**src/sdctrl_settings.svh**
```systemverilog
`ifndef SDCTRL_SETTINGS_SVH
`define SDCTRL_SETTINGS_SVH

// ---------------------------------------------------------------------------
// card clock
// ---------------------------------------------------------------------------

// controller clocks per card-clock half period.
`define SDCTRL_CLK_DIV 2

// ---------------------------------------------------------------------------
// command line timing
// ---------------------------------------------------------------------------

// power-up clocks with the command line held high.
`define SDCTRL_INIT_CYCLES 74

// card-clock rises to wait for the response start bit.
`define SDCTRL_NCR_MAX 64

`endif

```
**src/sdctrl_pkg.sv**
```systemverilog
package sdctrl_pkg;

    // ------------------------------------------------------------------------
    // enums
    // ------------------------------------------------------------------------

    typedef enum logic [1:0] {
        RESP_NONE        = 2'd0,
        RESP_SHORT       = 2'd1,    // 48 bits with CRC7.
        RESP_SHORT_NOCRC = 2'd2,    // 48 bits, CRC field not checked.
        RESP_LONG        = 2'd3     // 136 bits, CRC7 over the CID/CSD body.
    } sd_resp_class_e;

    typedef enum logic [2:0] {
        INITIALISE = 3'd0,
        IDLE       = 3'd1,
        WRITECMD   = 3'd2,
        READ       = 3'd3,
        AWAIT      = 3'd4
    } sd_phy_state_e;

    // ------------------------------------------------------------------------
    // structs
    // ------------------------------------------------------------------------

    typedef struct packed {
        logic [47:0]    cmd;
        sd_resp_class_e resp_class;
    } sd_cmd_req_t;

    typedef struct packed {
        logic level;
        logic rise;
        logic fall;
    } sd_clk_t;

    typedef struct packed {
        logic [135:0] data;                 // short frames are right-aligned.
        logic         crc_err;
        logic         timeout;
    } sd_resp_t;

endpackage

```
**src/sdclkgen.sv**
```systemverilog
`timescale 1ns/1ps
`include "sdctrl_settings.svh"

module sdclkgen (
    input  logic                sdctrl_clock_i,
    input  logic                rst_i,
    output sdctrl_pkg::sd_clk_t sdclk_o
);

    localparam int CLK_DIV = `SDCTRL_CLK_DIV;
    localparam int CNT_W   = (CLK_DIV > 1) ? $clog2(CLK_DIV) : 1;

    logic [CNT_W-1:0] div_cnt;
    logic             level_q;
    logic             rise_q;
    logic             fall_q;

    always_ff @(posedge sdctrl_clock_i) begin
        if (rst_i) begin
            div_cnt <= '0;
            level_q <= 1'b1;                // card clock idles high.
            rise_q  <= 1'b0;
            fall_q  <= 1'b0;
        end else begin
            rise_q <= 1'b0;
            fall_q <= 1'b0;
            if (div_cnt == CNT_W'(CLK_DIV - 1)) begin
                div_cnt <= '0;
                level_q <= ~level_q;
                rise_q  <= ~level_q;        // strobes line up with the new level.
                fall_q  <= level_q;
            end else begin
                div_cnt <= div_cnt + 1'b1;
            end
        end
    end

    assign sdclk_o.level = level_q;
    assign sdclk_o.rise  = rise_q;
    assign sdclk_o.fall  = fall_q;

endmodule

```
**src/sdcmd_tx.sv**
```systemverilog
`timescale 1ns/1ps

module sdcmd_tx (
    input  logic                sdctrl_clock_i,
    input  logic                rst_i,
    input  sdctrl_pkg::sd_clk_t clk_i,
    input  logic                load_i,
    input  logic [47:0]         cmd_i,
    output logic                cmd_o,
    output logic                oe_o,
    output logic                done_o
);

    logic [47:0] shreg;
    logic [5:0]  bit_cnt;
    logic        busy;

    // ------------------------------------------------------------------------
    // shift register
    // ------------------------------------------------------------------------

    always_ff @(posedge sdctrl_clock_i) begin
        if (load_i) begin
            shreg <= cmd_i;
        end else if (busy && clk_i.fall) begin
            shreg <= {shreg[46:0], 1'b0};   // next bit moves up to bit 47.
        end
    end

    // ------------------------------------------------------------------------
    // line control
    // ------------------------------------------------------------------------

    always_ff @(posedge sdctrl_clock_i) begin
        if (rst_i) begin
            busy    <= 1'b0;
            bit_cnt <= '0;
            cmd_o   <= 1'b1;
            oe_o    <= 1'b0;
            done_o  <= 1'b0;
        end else begin
            done_o <= 1'b0;
            if (load_i) begin
                busy    <= 1'b1;
                bit_cnt <= '0;
            end else if (busy && clk_i.fall) begin
                if (bit_cnt == 6'd48) begin
                    // the last bit has now been on the line for a full period.
                    busy   <= 1'b0;
                    cmd_o  <= 1'b1;
                    oe_o   <= 1'b0;
                    done_o <= 1'b1;
                end else begin
                    cmd_o   <= shreg[47];
                    oe_o    <= 1'b1;
                    bit_cnt <= bit_cnt + 1'b1;
                end
            end
        end
    end

endmodule

```
**src/sdresp_rx.sv**
```systemverilog
`timescale 1ns/1ps
`include "sdctrl_settings.svh"

module sdresp_rx (
    input  logic                       sdctrl_clock_i,
    input  logic                       rst_i,
    input  sdctrl_pkg::sd_clk_t        clk_i,
    input  logic                       arm_i,
    input  sdctrl_pkg::sd_resp_class_e class_i,
    input  logic                       resp_i,
    output sdctrl_pkg::sd_resp_t       result_o,
    output logic                       done_o
);
    import sdctrl_pkg::*;

    localparam int NCR_MAX = `SDCTRL_NCR_MAX;
    localparam int WAIT_W  = $clog2(NCR_MAX + 1);

    typedef enum logic [1:0] {
        RX_IDLE,
        RX_WAIT,
        RX_SHIFT,
        RX_CHECK
    } rx_state_e;

    rx_state_e         state;
    sd_resp_class_e    class_q;
    logic [WAIT_W-1:0] wait_cnt;
    logic [7:0]        bit_cnt;
    logic [7:0]        last_bit;
    logic [135:0]      shreg;
    logic [6:0]        crc;
    logic              crc_en;
    logic              crc_fb;
    logic              take_bit;
    logic              crc_err_q;
    logic              timeout_q;

    // bit_cnt counts received bits, so 0 is the start bit.
    assign last_bit = (class_q == RESP_LONG) ? 8'd135 : 8'd47;
    assign take_bit = clk_i.rise && ((state == RX_WAIT && !resp_i) || state == RX_SHIFT);
    assign crc_fb   = crc[6] ^ resp_i;

    always_comb begin
        if (class_q == RESP_LONG) begin
            crc_en = (bit_cnt >= 8'd8) && (bit_cnt <= 8'd127);  // frame bits 127 to 8.
        end else begin
            crc_en = (bit_cnt <= 8'd39);                        // frame bits 47 to 8.
        end
    end

    // ------------------------------------------------------------------------
    // frame capture and serial CRC7, x^7 + x^3 + 1
    // ------------------------------------------------------------------------

    always_ff @(posedge sdctrl_clock_i) begin
        if (arm_i) begin
            shreg <= '0;
            crc   <= '0;
        end else if (take_bit) begin
            shreg <= {shreg[134:0], resp_i};
            if (crc_en) begin
                crc <= {crc[5:3], crc[2] ^ crc_fb, crc[1:0], crc_fb};
            end
        end
    end

    // ------------------------------------------------------------------------
    // receive control
    // ------------------------------------------------------------------------

    always_ff @(posedge sdctrl_clock_i) begin
        if (rst_i) begin
            state     <= RX_IDLE;
            class_q   <= RESP_NONE;
            wait_cnt  <= '0;
            bit_cnt   <= '0;
            crc_err_q <= 1'b0;
            timeout_q <= 1'b0;
            done_o    <= 1'b0;
        end else begin
            done_o <= 1'b0;
            if (arm_i) begin
                state     <= RX_WAIT;
                class_q   <= class_i;
                wait_cnt  <= '0;
                bit_cnt   <= '0;
                crc_err_q <= 1'b0;
                timeout_q <= 1'b0;
            end else begin
                case (state)
                    RX_WAIT: begin
                        if (take_bit) begin
                            state   <= RX_SHIFT;
                            bit_cnt <= 8'd1;
                        end else if (clk_i.rise) begin
                            if (wait_cnt == WAIT_W'(NCR_MAX - 1)) begin
                                state     <= RX_IDLE;   // card never answered.
                                timeout_q <= 1'b1;
                                done_o    <= 1'b1;
                            end else begin
                                wait_cnt <= wait_cnt + 1'b1;
                            end
                        end
                    end
                    RX_SHIFT: begin
                        if (take_bit) begin
                            if (bit_cnt == last_bit) begin
                                state <= RX_CHECK;
                            end else begin
                                bit_cnt <= bit_cnt + 1'b1;
                            end
                        end
                    end
                    RX_CHECK: begin
                        state     <= RX_IDLE;
                        crc_err_q <= (class_q != RESP_SHORT_NOCRC) && (crc != shreg[7:1]);
                        done_o    <= 1'b1;
                    end
                    default: state <= RX_IDLE;
                endcase
            end
        end
    end

    assign result_o.data    = shreg;
    assign result_o.crc_err = crc_err_q;
    assign result_o.timeout = timeout_q;

endmodule

```
**src/sdcmdphy.sv**
```systemverilog
`timescale 1ns/1ps
`include "sdctrl_settings.svh"

module sdcmdphy (
    input  logic                    sdctrl_clock_i,
    input  logic                    rst_i,
    input  sdctrl_pkg::sd_clk_t     clk_i,
    input  sdctrl_pkg::sd_cmd_req_t req_i,
    input  logic                    start_i,
    output logic                    ready_o,
    output sdctrl_pkg::sd_resp_t    resp_o,
    output logic                    finish_o,
    output logic                    cmd_o,
    output logic                    cmd_oe_o,
    input  logic                    resp_i
);
    import sdctrl_pkg::*;

    localparam int INIT_CYCLES = `SDCTRL_INIT_CYCLES;
    localparam int INIT_W      = $clog2(INIT_CYCLES + 1);

    sd_phy_state_e  state;
    sd_resp_class_e class_q;
    logic [INIT_W-1:0] init_cnt;
    logic           tx_load;
    logic           tx_done;
    logic           rx_arm;
    logic           rx_done;
    sd_resp_t       rx_result;
    sd_resp_t       resp_q;

    assign ready_o  = (state == IDLE);
    assign finish_o = (state == AWAIT);     // AWAIT lasts exactly one cycle.
    assign resp_o   = resp_q;
    assign tx_load  = ready_o && start_i;
    assign rx_arm   = (state == WRITECMD) && tx_done && (class_q != RESP_NONE);

    // ------------------------------------------------------------------------
    // sequencer
    // ------------------------------------------------------------------------

    always_ff @(posedge sdctrl_clock_i) begin
        if (rst_i) begin
            state    <= INITIALISE;
            class_q  <= RESP_NONE;
            init_cnt <= '0;
        end else begin
            case (state)
                INITIALISE: begin
                    if (clk_i.rise) begin
                        if (init_cnt == INIT_W'(INIT_CYCLES - 1)) begin
                            state <= IDLE;
                        end else begin
                            init_cnt <= init_cnt + 1'b1;
                        end
                    end
                end
                IDLE: begin
                    if (start_i) begin
                        class_q <= req_i.resp_class;
                        state   <= WRITECMD;
                    end
                end
                WRITECMD: begin
                    if (tx_done) begin
                        if (class_q == RESP_NONE) begin
                            state <= AWAIT;
                        end else begin
                            state <= READ;
                        end
                    end
                end
                READ: begin
                    if (rx_done) begin
                        state <= AWAIT;
                    end
                end
                AWAIT:   state <= IDLE;
                default: state <= INITIALISE;
            endcase
        end
    end

    // result for the requester, written as AWAIT is entered.
    always_ff @(posedge sdctrl_clock_i) begin
        if (state == WRITECMD && tx_done && class_q == RESP_NONE) begin
            resp_q <= '0;
        end else if (state == READ && rx_done) begin
            resp_q <= rx_result;
        end
    end

    // ------------------------------------------------------------------------
    // transmitter and receiver
    // ------------------------------------------------------------------------

    sdcmd_tx sdcmd_tx_inst (
        .sdctrl_clock_i (sdctrl_clock_i),
        .rst_i          (rst_i),
        .clk_i          (clk_i),
        .load_i         (tx_load),
        .cmd_i          (req_i.cmd),
        .cmd_o          (cmd_o),
        .oe_o           (cmd_oe_o),
        .done_o         (tx_done)
    );

    sdresp_rx sdresp_rx_inst (
        .sdctrl_clock_i (sdctrl_clock_i),
        .rst_i          (rst_i),
        .clk_i          (clk_i),
        .arm_i          (rx_arm),
        .class_i        (class_q),
        .resp_i         (resp_i),
        .result_o       (rx_result),
        .done_o         (rx_done)
    );

endmodule

```
**src/sdctrl_top.sv**
```systemverilog
`timescale 1ns/1ps

module sdctrl_top (
    input  logic                    sdctrl_clock_i,
    input  logic                    rst_i,
    // requester side
    input  sdctrl_pkg::sd_cmd_req_t req_i,
    input  logic                    start_i,
    output logic                    ready_o,
    output sdctrl_pkg::sd_resp_t    resp_o,
    output logic                    finish_o,
    // card side
    output logic                    sdclk_o,
    output logic                    cmd_o,
    output logic                    cmd_oe_o,
    input  logic                    resp_i
);
    import sdctrl_pkg::*;

    sd_clk_t sd_clk;

    sdclkgen sdclkgen_inst (
        .sdctrl_clock_i (sdctrl_clock_i),
        .rst_i          (rst_i),
        .sdclk_o        (sd_clk)
    );

    sdcmdphy sdcmdphy_inst (
        .sdctrl_clock_i (sdctrl_clock_i),
        .rst_i          (rst_i),
        .clk_i          (sd_clk),
        .req_i          (req_i),
        .start_i        (start_i),
        .ready_o        (ready_o),
        .resp_o         (resp_o),
        .finish_o       (finish_o),
        .cmd_o          (cmd_o),
        .cmd_oe_o       (cmd_oe_o),
        .resp_i         (resp_i)
    );

    assign sdclk_o = sd_clk.level;          // the card sees only the level.

endmodule

```
**config.mk**
```make
export PLATFORM = sky130hd
export DESIGN_NAME = sdctrl_top
export DESIGN_NICKNAME = d
export VERILOG_FILES = /design/src/sdctrl_pkg.sv /design/src/sdclkgen.sv /design/src/sdcmd_tx.sv /design/src/sdresp_rx.sv /design/src/sdcmdphy.sv /design/src/sdctrl_top.sv
export VERILOG_INCLUDE_DIRS = /design/src
export SDC_FILE = /design/constraint.sdc
export NUM_CORES = 1
export LEC_CHECK = 0
export BUFFER_PORTS_ARGS = -buffer_cell sky130_fd_sc_hd__buf_2
export CORE_ASPECT_RATIO = 1.2
export CORE_UTILIZATION = 51
export DETAILED_ROUTE_END_ITERATION = 7
export PLACE_DENSITY_LB_ADDON = 0.1
export SYNTH_ARGS = -nofsm -noshare
export SYNTH_HDL_FRONTEND = slang
export SYNTH_SLANG_ARGS = --single-unit
```
**constraint.sdc**
```tcl
create_clock -name sdctrl_clock_i -period 2.5 [get_ports sdctrl_clock_i]
set_clock_uncertainty 0.15 [all_clocks]
set_input_delay 0.125 -clock sdctrl_clock_i [delete_from_list [all_inputs] [get_ports sdctrl_clock_i]]
set_output_delay 0.125 -clock sdctrl_clock_i [all_outputs]
set_load 0.1 [all_outputs]
```
After elaboration in Yosys (flattened, before gate mapping)
Cells that the tools add are included.
W data, S select, Z words.
- register bits after elaboration: 377
- bits of input ports: 54
- output and inout port bits: 143
- word-level logic and storage cells: 140
- add/subtract/negate cells: 5
- $lt $le $gt $ge: 3
- equal/unequal tests: 29
- multiplexer cells: 32
- bitwise logic cells: 10
- reductions and logical operators: 35
- operators by type and width (kind ; number):
    $mux W48 ; 2
    $mux W8 ; 4
    $reduce_and A4 Y1 ; 5
    $mux W3 ; 6
    $ne A2 B2 Y1 const B ; 8
    $pmux W8 S2 ; 1
    $pmux W3 S5 ; 1
    $add A7 B1 Y7 const B ; 2
    $mux W1 ; 11
    $logic_and A1 B1 Y1 ; 10
    $mux W2 ; 5
    $reduce_and A2 Y1 ; 5
    $add A8 B1 Y8 const B ; 1
    $eq A8 B8 Y1 ; 1
    $ge A8 B4 Y1 const B ; 1
    $le A8 B6 Y1 const B ; 1
    $le A8 B7 Y1 const B ; 1
    $not A1 Y1 ; 8
    $reduce_bool A2 Y1 ; 4
    $reduce_or A2 Y1 ; 4
    $eq A7 B6 Y1 const B ; 1
    $eq A7 B7 Y1 const B ; 1
    $ne A7 B7 Y1 ; 1
    $add A6 B1 Y6 const B ; 1
    23 further kinds ; 29

Depth between registers and ports, before layout
Gate-level depths: netlist of the first run.
- depth after elaboration: 7
- mapped depth: 9
- gate-level depth less buffers: 7

By module
A second synthesis of the first run with hierarchy kept.
- cell total of the unflattened synthesis: 1625
- area, all modules: 14242.4 um^2
- modules (own cells, without submodules) (module ; times used ; cells each ; area each (um^2) ; seq. area each (um^2)):
    sdresp_rx ; 1 ; 776 ; 6190.9 ; 3303.2
    sdcmdphy ; 1 ; 678 ; 5415.2 ; 3002.9
    sdcmd_tx ; 1 ; 159 ; 2497.4 ; 1641.6
    sdclkgen ; 1 ; 12 ; 138.9 ; 80.1

Least setup slack after synthesis of the first run
OpenSTA, ideal clock, no wires.
- kind: reg2out
- start: register sdcmdphy_inst.state[2]
- end: output port finish_o
- arrival time: 2.738 ns
- required time: 2.225 ns
- slack: -0.513 ns
- stages on the path, launching flop included: 3
- path buffers: 1
- cell sequence: dfxtp_1 -> buf_2 -> nor3b_1
- cells in the longest elaborated chain, start to end: 1
- RTL lines (element ; line ; source):
    start: declaration ; sdcmdphy.sv:22 ; sd_phy_state_e state;
    start signal: assignment ; sdcmdphy.sv:44 ; state <= INITIALISE;
    start signal: assignment ; sdcmdphy.sv:52 ; state <= IDLE;
    start signal: assignment ; sdcmdphy.sv:61 ; state <= WRITECMD;
    $eq A3 B3 Y1 ; sdcmdphy.sv:33 ; assign finish_o = (state == AWAIT);
    end: declaration ; sdctrl_top.sv:11 ; output logic finish_o,
No other way between the ends.

Final worst setup path of the first run
- start: register sdcmdphy_inst.state[0]
- end: output port ready_o
- cells in the longest elaborated chain, start to end: 1
- RTL lines (element ; line ; source):
    $eq A3 B1 Y1 ; sdcmdphy.sv:32 ; assign ready_o = (state == IDLE);
    end: declaration ; sdctrl_top.sv:9 ; output logic ready_o,
No other way between the ends.

==> results.py, run 1 <==
metrics = {
    "power": {
        "clock_power_share": 0.484,
        "cellPowerDensity_nw_per_um2": 699,
        "p_sw_frac": 0.194,
        "internal_power_uw": 9810,
        "seq_power_share": 0.503,
        "peakVddDrop_mv": 0.634,
        "p_leak_uw": 0.00694,
        "total_power_uw": 12200,
        "p_comb_frac": 0.013,
        "p_switching_uw": 2360,
    },
    "synth": {
        "synth_top_family_by_area": "simple AND/OR/NAND/NOR gates",
        "avgSynthCellArea_um2": 8.27,
        "ys_seq_elements": 377,
        "synthArstFlopShare": 0,
        "synth_nets": 1772,
        "synth_warnings": 0,
        "synth_area_um2": 14100,
        "synth-adder-area-share": 0.00886,
        "synth-edff-count": 48,
        "synth_ff_type": "dfxtp_1",
        "synth_compound_area_frac": 0.130,
        "postSynthCellCount": 1708,
        "synthXorXnorAreaFrac": 0.0143,
        "synth_seq_area_share": 0.568,
        "yosys-mux-area-fraction": 0.00390,
        "ys_types": 63,
        "synthSimpleGateAreaFrac": 0.235,
    },
    "routing": {
        "drc": 0,
        "dr_total_vias": 11900,
        "wirelength_um": 31900,
        "drtIter0Drc": 752,
        "ant_nets": 0,
        "wl_per_cell_um": 13.9,
        "via_per_inst": 5.20,
        "firstDrtPassIters": 6,
    },
    "worst_setup_path": {
        "r2r_cells": 6,
        "r2r-start": "sdcmdphy_inst.sdresp_rx_inst.state[0]",
        "slowest_delay_ns": 0.44,
        "cp_num_buf_inv": 1,
        "path_cells": "nor2b_1 > nor2b_1 > buf_2",
        "crit_top_cell": "nor2b_1",
        "r2r_end": "sdcmdphy_inst.sdresp_rx_inst.shreg[128]",
        "cp.arrival_ns": 1.84,
        "critPathLaunch": "sdcmdphy_inst.state[0]",
        "criticalPathCategory": "flip-flop to output pin",
        "cp_max_fo": 4,
        "crit_required_ns": 2.23,
        "crit_path_end_kind": "output pin",
        "crit_family": "simple AND/OR/NAND/NOR gates",
        "cp.depth": 3,
        "critPathSlowestCell": "buf_2",
        "start_kind": "flip-flop",
        "rrSetupSlack_ns": 0.40,
        "worstSetupEndpoint": "ready_o",
    },
    "clock_tree": {
        "clock_latency_ns": 0.51,
        "cts_made_buffers": 38,
        "cts-resized-gates": 0,
        "cts_num_sinks": 377,
        "hold_buffers": 55,
        "cts-htree-levels": 2,
        "clock_path_buffers": 3,
        "cts_tree": "built",
        "post-cts-setup-buffer-count": 0,
        "cts_root_buf": "clkbuf_16",
        "clkTransAtPathRegs_ns": 0.06,
    },
    "run": {
        "cap_violations": 0,
    },
    "placement": {
        "hpwl_um": 20000,
        "numPortBuffers": 196,
        "preCtsSetupSlack_ns": 0.422,
        "place_congestion": 0.756,
    },
    "grt": {
        "grt_pass1_wl_um": 52800,
        "grt_max_degree": 103,
        "antenna_found_initial": 0,
        "grtUsageTotal": 0.223,
        "grt_overflow": 0,
        "first_global_vias": 11000,
    },
    "die": {
        "ios": 197,
        "coreArea_um2": 27200,
        "initial_core_util": 0.520,
        "rows": 66,
        "fp.dieW_um": 154,
        "die_height_um": 184,
        "die_area_um2": 28400,
    },
    "layout": {
        "most-common-layout-cells": "727 x nand2_1, 329 x dfxtp_1, 291 x a21oi_1",
        "layout_commonest_cell": "nand2_1",
        "nNetsFinal": 1981,
        "n_antenna_cell": 0,
        "drive_gt1_frac": 0.162,
        "utilization": 0.641,
        "area_growth_pct": 23.2,
    },
    "timing": {
        "holdWs_ns": 0.262,
        "drv_slew": 0,
        "hold_viol": 0,
        "fmax_mhz": 473,
        "fin_ws_ns": 0.387,
        "setup_viol": 0,
        "final.setup.tns_ns": 0,
        "period_minus_slack_ns": 2.11,
        "slew_headroom": 0.603,
        "rsz0062_at_grt": "false",
        "period_share": 0.845,
        "tightest_slew_ns": 0.593,
    },
    "status": {
        "status": "finished clean",
    },
    "worst_hold_path": {
        "hp-class": "input pin to flip-flop",
    },
}
## worst min path at each step
| stage | startpoint | end | slack, ns | cells after the start |
|---|---|---|---|---|
| after floorplan | req_i[0] | sdcmdphy_inst.class_q[0] | 0.11 | 2 |
| after global routing | req_i[14] | sdcmdphy_inst.sdcmd_tx_inst.shreg[12] | 0.26 | 4 |
| after detailed placement | req_i[0] | sdcmdphy_inst.class_q[0] | 0.23 | 3 |
| final | req_i[15] | sdcmdphy_inst.sdcmd_tx_inst.shreg[13] | 0.26 | 4 |
| after CTS | req_i[44] | sdcmdphy_inst.sdcmd_tx_inst.shreg[42] | 0.23 | 4 |
| after global placement | req_i[0] | sdcmdphy_inst.class_q[0] | 0.23 | 3 |
## routing by layer
metal	up-vias	track usage	routed length, um
met5	-	0	0
met4	0	0.0592	624
met3	49	0.0336	1420
met2	267	0.390	15600
met1	5568	0.288	14200
li1	5998	-	-
## Yosys cell counts, drive strengths merged (3+ instances only)
master    n  area [um^2]
clkbuf   45          169
nand2   730         2750
xor2      5         43.8
nor4b     4         41.3
nor2b     6         37.5
xnor2    18          158
nor3      6         46.3
inv      17         63.8
nor2     31          116
a311oi    4         41.3
buf      67          330
nand4     7         43.8
and3      5         31.3
or3       3         18.8
dfxtp   329         6590
and2      3         18.8
a21oi   294         1480
ha       10          125
edfxtp   48         1440
a211oi    3         27.5
nand3    18         90.1
o21ai    18         90.1
## registers in the layout, summed over array words and instances, names as in the netlist, 2 cells and up
signal,flops
sdcmdphy_inst.sdcmd_tx_inst.shreg,48
sdcmdphy_inst.sdresp_rx_inst.wait_cnt,7
sdcmdphy_inst.sdresp_rx_inst.crc,7
sdcmdphy_inst.sdresp_rx_inst.state,2
sdcmdphy_inst.class_q,2
sdcmdphy_inst.sdresp_rx_inst.bit_cnt,8
sdcmdphy_inst.state,3
sdcmdphy_inst.sdresp_rx_inst.shreg,136
sdcmdphy_inst.init_cnt,7
sdcmdphy_inst.sdcmd_tx_inst.bit_cnt,6
sdcmdphy_inst.sdresp_rx_inst.class_q,2
sdcmdphy_inst.resp_o,138
## tightest hold or removal path, cell delays in order
cell           delay (ns)
dlygate4sd3_1        0.52
buf_2                0.09
nand2_1              0.04
nand2_1              0.04
## logic make-up (layout without fill, tap and decap cells)
family                   count (synthesis)  after routing
XOR/XNOR                                23             23
multiplexers                             3              3
adder cells (fa/ha/maj)                 10             10
buffers and inverters                  129            367
AO/OA/AOI/OAI                          339            339
flip-flops                             377            377
AND/OR/NAND/NOR                        827            827
## per-stage QoR
step,instance area (um^2),std cells
after CTS,17400,2286
after global placement,15500,2162
after floorplan,14100,1708
final,17400,2286
after global routing,17400,2286
after detailed placement,15500,2162
## power by group through the flow
stage	Sequential [uW]	Combinational (uW)	Clock, uW
detailed placement	6260	92.1	0
CTS	6120	156	6030
global placement	6260	91.4	0
global route	6120	171	6260
floorplan	6270	28.4	0
finish	6130	159	5890
## layout make-up
class                           count  area [um^2]
Multi-Input combinational cell   1202         5610
Clock inverter                     13          173
Timing Repair Buffer              281         1960
Sequential cell                   377         8030
Clock buffer                       56         1150
Inverter                           17         63.8
Tap cell                          340          425
Fill cell                        2374         9760
Power figures use the tool's default switching activity.
==> inputs of run 2 (changes only) <==
- clock period: 2.5 -> 1.8 ns (I/O delays scaled with it)
==> run 2 against run 1 <==
Compared with the run above:
- the run now ends with setup timing left
- power is 33% higher
- flip-flop and latch count stayed put
- sequential power is 39% higher
- critical path depth is 6 higher
- utilization is 6.5 points higher
- non-clock buffer count is 89 higher
==> results.py, run 2 (synthesized netlist as in run 1, its figures left out) <==
metrics = {
    "worst_setup_path": {
        "criticalPathCategory": "flip-flop to flip-flop",
        "start_kind": "flip-flop",
        "crit_required_ns": 2.09,
        "cp_max_fo": 7,
        "cp.arrival_ns": 2.12,
        "crit_path_end_kind": "flip-flop",
    },
    "placement": {
        "place_area_um2": 16200,
        "numPortBuffers": 196,
        "dp_cells": 2216,
        "preCtsSetupSlack_ns": -0.162,
        "place_congestion": 0.793,
        "hpwl_um": 20700,
    },
    "run": {
        "cap_violations": 0,
    },
    "die": {
        "rows": 66,
        "ios": 197,
        "die_area_um2": 28400,
        "fp.dieW_um": 154,
        "coreArea_um2": 27200,
        "initial_core_util": 0.520,
        "die_height_um": 184,
    },
    "power": {
        "cellPowerDensity_nw_per_um2": 847,
        "p_leak_uw": 0.00767,
        "total_power_uw": 16200,
        "peakVddDrop_mv": 0.536,
    },
    "routing": {
        "wirelength_um": 36100,
        "drtIter0Drc": 785,
        "dr_total_vias": 12400,
        "via_per_inst": 5.21,
        "drc": 0,
        "firstDrtPassIters": 5,
        "ant_nets": 0,
        "wl_per_cell_um": 15.2,
    },
    "grt": {
        "grt_overflow": 0,
        "grtUsageTotal": 0.229,
        "antenna_found_initial": 0,
        "grt_max_degree": 139,
        "grt_pass1_wl_um": 53900,
        "first_global_vias": 11300,
    },
    "layout": {
        "nNetsFinal": 2070,
        "final_area_um2": 19200,
        "area_growth_pct": 35.7,
        "drive_gt1_frac": 0.265,
        "n_antenna_cell": 0,
        "largest_register_ff_count": 138,
        "most-common-layout-cells": "663 x nand2_1, 322 x dfxtp_1, 248 x a21oi_1",
        "utilization": 0.706,
        "layout_commonest_cell": "nand2_1",
        "fin_cells": 2373,
    },
    "timing": {
        "rsz0062_at_grt": "true",
        "fmax_mhz": 546,
        "period_share": 1.02,
        "fin_ws_ns": -0.0316,
        "setup_viol": 43,
        "hold_viol": 0,
        "slew_headroom": 0.651,
        "drv_slew": 0,
        "tightest_slew_ns": 0.527,
        "period_minus_slack_ns": 1.83,
    },
    "clock_tree": {
        "clock_path_buffers": 3,
        "cts_made_buffers": 38,
        "cts_num_sinks": 377,
        "cts_root_buf": "clkbuf_16",
        "clkTransAtPathRegs_ns": 0.06,
        "cts-htree-levels": 2,
        "clock_latency_ns": 0.51,
        "cts_tree": "built",
    },
    "status": {
        "violations": "setup timing",
        "status": "finished with violations",
    },
    "worst_hold_path": {
        "hp-class": "input pin to flip-flop",
    },
}
run 2: changes by cell type in the layout (fill, tap and decap cells not counted), moves of 4 or more:
cell / change
a21oi_2: +43
buf_6: +9
clkbuf_16: +17
nand2_1: -64
buf_16: +4
dfxtp_4: +4
nor2b_1: -4
buf_4: +42
buf_12: +18
dfxtp_1: -7
bufinv_16: -4
nand2_2: +53
nand2_4: +10
a21oi_1: -43
run 2: metrics by stage:
stage                     setup TNS, ns  hold slack, ns
after floorplan                  -0.183          0.0760
after global placement            -1.26           0.195
after detailed placement          -6.35           0.193
after CTS                         -2.76          0.0206
after global routing              -5.14           0.163
final                            -0.452           0.106
run 2: per-layer routing:
layer,up-vias,share of wire,GRT usage
met5,-,0,0
met4,0,0.017,0.0592
li1,6183,-,-
met2,271,0.50,0.401
met1,5851,0.44,0.295
met3,47,0.043,0.0339
run 2: area by class of cell:
class                           instances  area (um^2)
Clock buffer                           53         1110
Tap cell                              340          425
Clock inverter                         14         81.3
Fill cell                            2059         8000
Timing Repair Buffer                  370         3290
Inverter                               17         66.3
Sequential cell                       377         8050
Multi-Input combinational cell       1202         6150
run 2: final timing paths:
path	depth (start not counted)	from	to	slack, ns
worst max-delay path	9	sdcmdphy_inst.sdresp_rx_inst.state[1]	sdcmdphy_inst.sdresp_rx_inst.shreg[117]	-0.03
worst min-delay path	5	resp_i	sdcmdphy_inst.sdresp_rx_inst.state[1]	0.11
worst max register to register	9	sdcmdphy_inst.sdresp_rx_inst.state[1]	sdcmdphy_inst.sdresp_rx_inst.shreg[117]	-0.03
worst min register to register	2	sdcmdphy_inst.resp_o[120]	sdcmdphy_inst.resp_o[120]	0.30
run 2: what timing repair did:
action | in CTS | in global routing
cloned | 4 | 19
hold endpoints to repair | 69 | 0
hold buffers | 53 | 0
endpoints found under the setup margin | 233 | 353
setup buffers | 10 | 6
resized for setup | 38 | 144
pin swaps | 12 | 79
run 2: worst max-delay path, stage by stage, from the launching register on:
cell and delay (ns):
dfxtp_4 0.39, inv_4 0.04, ha_4 0.15, nor2b_4 0.13, o21ai_4 0.21, buf_12 0.16, clkbuf_16 0.17, clkbuf_16 0.17
nand2_2 0.06, a21oi_1 0.13
run 2: where the power goes:
| part | leakage, uW | internal (uW) | switching [uW] | total (uW) |
|---|---|---|---|---|
| Clock | 0.000594 | 4310 | 3190 | 7500 |
| Combinational | 0.00399 | 145 | 97.4 | 242 |
| Sequential | 0.00308 | 8490 | 7.81 | 8500 |
| Total | 0.00767 | 12900 | 3290 | 16200 |
==> inputs of run 3 (changes only) <==
- PLACE_DENSITY_LB_ADDON: 0.1 -> 0.3
==> run 3 against run 2 <==
Compared with the run above:
- the run now ends clean
- largest power group unchanged
- count of clock-buffer cells in the layout fell by 5
- flip-flop and latch count did not move
- register-to-register slack improved by 0.06 ns
- via count fell by 0.36%
- critical path type unchanged
- die area did not move
- maximum frequency rose by 3.2%
- final cell count fell by 1.9%
- sequential share of layout area rose by 2.3 points
- worst hold slack improved by 0.12 ns
- final area fell by 5.2%
- first-iteration DRC count rose by 5.7%
==> results.py, run 3 (synthesized netlist as in run 1, its figures left out) <==
metrics = {
    "clock_tree": {
        "cts_num_sinks": 377,
        "cts-htree-levels": 2,
        "clock_path_buffers": 3,
        "clock_latency_ns": 0.53,
        "clkTransAtPathRegs_ns": 0.07,
        "cts_root_buf": "clkbuf_16",
        "cts_made_buffers": 38,
        "cts_tree": "built",
    },
    "power": {
        "total_power_uw": 16900,
        "p_leak_uw": 0.00724,
        "cellPowerDensity_nw_per_um2": 929,
        "peakVddDrop_mv": 0.854,
    },
    "grt": {
        "grt_max_degree": 74,
        "first_global_vias": 11400,
        "grt_overflow": 0,
        "grt_pass1_wl_um": 54300,
        "antenna_found_initial": 1,
        "grtUsageTotal": 0.232,
    },
    "die": {
        "die_area_um2": 28400,
        "fp.dieW_um": 154,
        "rows": 66,
        "coreArea_um2": 27200,
        "ios": 197,
        "initial_core_util": 0.520,
        "die_height_um": 184,
    },
    "worst_setup_path": {
        "cp.arrival_ns": 2.08,
        "worstSetupEndpoint": "sdcmdphy_inst.sdresp_rx_inst.shreg[116]",
        "rrSetupSlack_ns": 0.03,
        "criticalPathCategory": "flip-flop to flip-flop",
        "cp_max_fo": 27,
        "crit_path_end_kind": "flip-flop",
        "r2r_cells": 9,
        "crit_required_ns": 2.11,
        "critPathLaunch": "sdcmdphy_inst.sdresp_rx_inst.state[1]",
        "start_kind": "flip-flop",
        "r2r-start": "sdcmdphy_inst.sdresp_rx_inst.state[1]",
        "r2r_end": "sdcmdphy_inst.sdresp_rx_inst.shreg[116]",
    },
    "routing": {
        "top_layer": "met4",
        "ant_nets": 0,
        "wirelength_um": 33900,
        "drc": 0,
        "via_per_inst": 5.29,
        "firstDrtPassIters": 5,
        "drt-met1-wl_um": 14100,
        "dr_total_vias": 12300,
        "dr_wl_met2_um": 17000,
        "drtIter0Drc": 830,
        "wl_per_cell_um": 14.6,
        "wl_met3_um": 2030,
    },
    "layout": {
        "multi_input_area_um2": 5860,
        "most-common-layout-cells": "726 x nand2_1, 323 x dfxtp_1, 268 x a21oi_1",
        "final_area_um2": 18200,
        "drive_gt1_frac": 0.206,
        "largest_register_ff_count": 138,
        "area_growth_pct": 28.6,
        "nNetsFinal": 2025,
        "layout_commonest_cell": "nand2_1",
        "regArea_um2": 8050,
        "fillers": 2107,
    },
    "timing": {
        "hold_viol": 0,
        "tightest_slew_ns": 0.532,
        "setup_viol": 0,
        "holdWs_ns": 0.221,
        "slew_headroom": 0.648,
        "fmax_mhz": 563,
        "period_minus_slack_ns": 1.77,
        "rsz0062_at_grt": "true",
        "final.setup.tns_ns": 0,
        "period_share": 0.986,
        "drv_slew": 0,
    },
    "worst_hold_path": {
        "hp-class": "input pin to flip-flop",
        "hold_depth": 4,
    },
    "status": {
        "status": "finished clean",
    },
    "placement": {
        "numPortBuffers": 196,
        "hpwl_um": 20200,
        "place_area_um2": 15900,
        "place_congestion": 0.807,
    },
    "run": {
        "cap_violations": 0,
    },
}
-- run 3: cell types whose count changed in the layout (fill, tap and decap cells not counted), moves of 3 or more --
cell | before | now
buf_4 | 56 | 41
nand2_2 | 56 | 3
bufinv_16 | 0 | 5
a21oi_1 | 248 | 268
buf_16 | 4 | 1
clkbuf_16 | 57 | 40
buf_12 | 34 | 24
nand2_1 | 663 | 726
clkbuf_1 | 6 | 2
a21oi_2 | 46 | 26
nand2_4 | 10 | 0
-- run 3: what timing repair did --
action / 4_1_cts / 5_1_grt
cloned: 2 / 2
setup buffers: 2 / 5
endpoints found under the setup margin: 133 / 271
resized for setup: 17 / 59
hold endpoints to repair: 74 / 0
hold buffers: 53 / 0
pin swaps: 3 / 23
-- run 3: critical path, stage by stage, from the launching register on --
cell	delay (ns)
dfxtp_4	0.38
inv_4	0.04
ha_4	0.15
nor2b_4	0.12
buf_6	0.12
o21ai_4	0.14
buf_6	0.17
buf_12	0.17
nand2_1	0.10
a21oi_2	0.15
-- run 3: power by group --
part | total, uW | leakage [uW] | internal [uW] | switching (uW)
clock | 8140 | 0.000640 | 4900 | 3230
sequential | 8500 | 0.00308 | 8490 | 8.34
combinational | 249 | 0.00352 | 145 | 104
-- run 3: layout make-up --
class / count / area share
Clock inverter: 17 / 0.0129
Sequential cell: 377 / 0.443
Inverter: 17 / 0.00365
Multi-Input combinational cell: 1202 / 0.322
Clock buffer: 48 / 0.0585
Tap cell: 340 / 0.0234
Timing Repair Buffer: 325 / 0.136
Antenna cell: 1 / 0.000138
-- run 3: through the flow --
step / utilization / setup slack (ns) / std cells
final: 0.669 / 0.0253 / 2327
after floorplan: - / -0.183 / 1708
after global routing: 0.669 / -0.0475 / 2327
after global placement: 0.586 / -0.0270 / 2198
after detailed placement: 0.586 / -0.0616 / 2198
after CTS: 0.658 / -0.00829 / 2320
-- run 3: metal layers --
layer / up-vias / global-route usage
met1: 5801 / 0.284
met4: 0 / 0.0804
met3: 55 / 0.0435
met2: 366 / 0.409
li1: 6086 / -
met5: - / 0
-- run 3: how the worst min path moves through the flow --
stage,from,end,slack [ns]
after floorplan,req_i[0],sdcmdphy_inst.class_q[0],0.08
after global placement,req_i[0],sdcmdphy_inst.class_q[0],0.19
after detailed placement,req_i[0],sdcmdphy_inst.class_q[0],0.20
after CTS,req_i[19],sdcmdphy_inst.sdcmd_tx_inst.shreg[17],0.19
after global routing,req_i[35],sdcmdphy_inst.sdcmd_tx_inst.shreg[33],0.22
final,req_i[40],sdcmdphy_inst.sdcmd_tx_inst.shreg[38],0.22
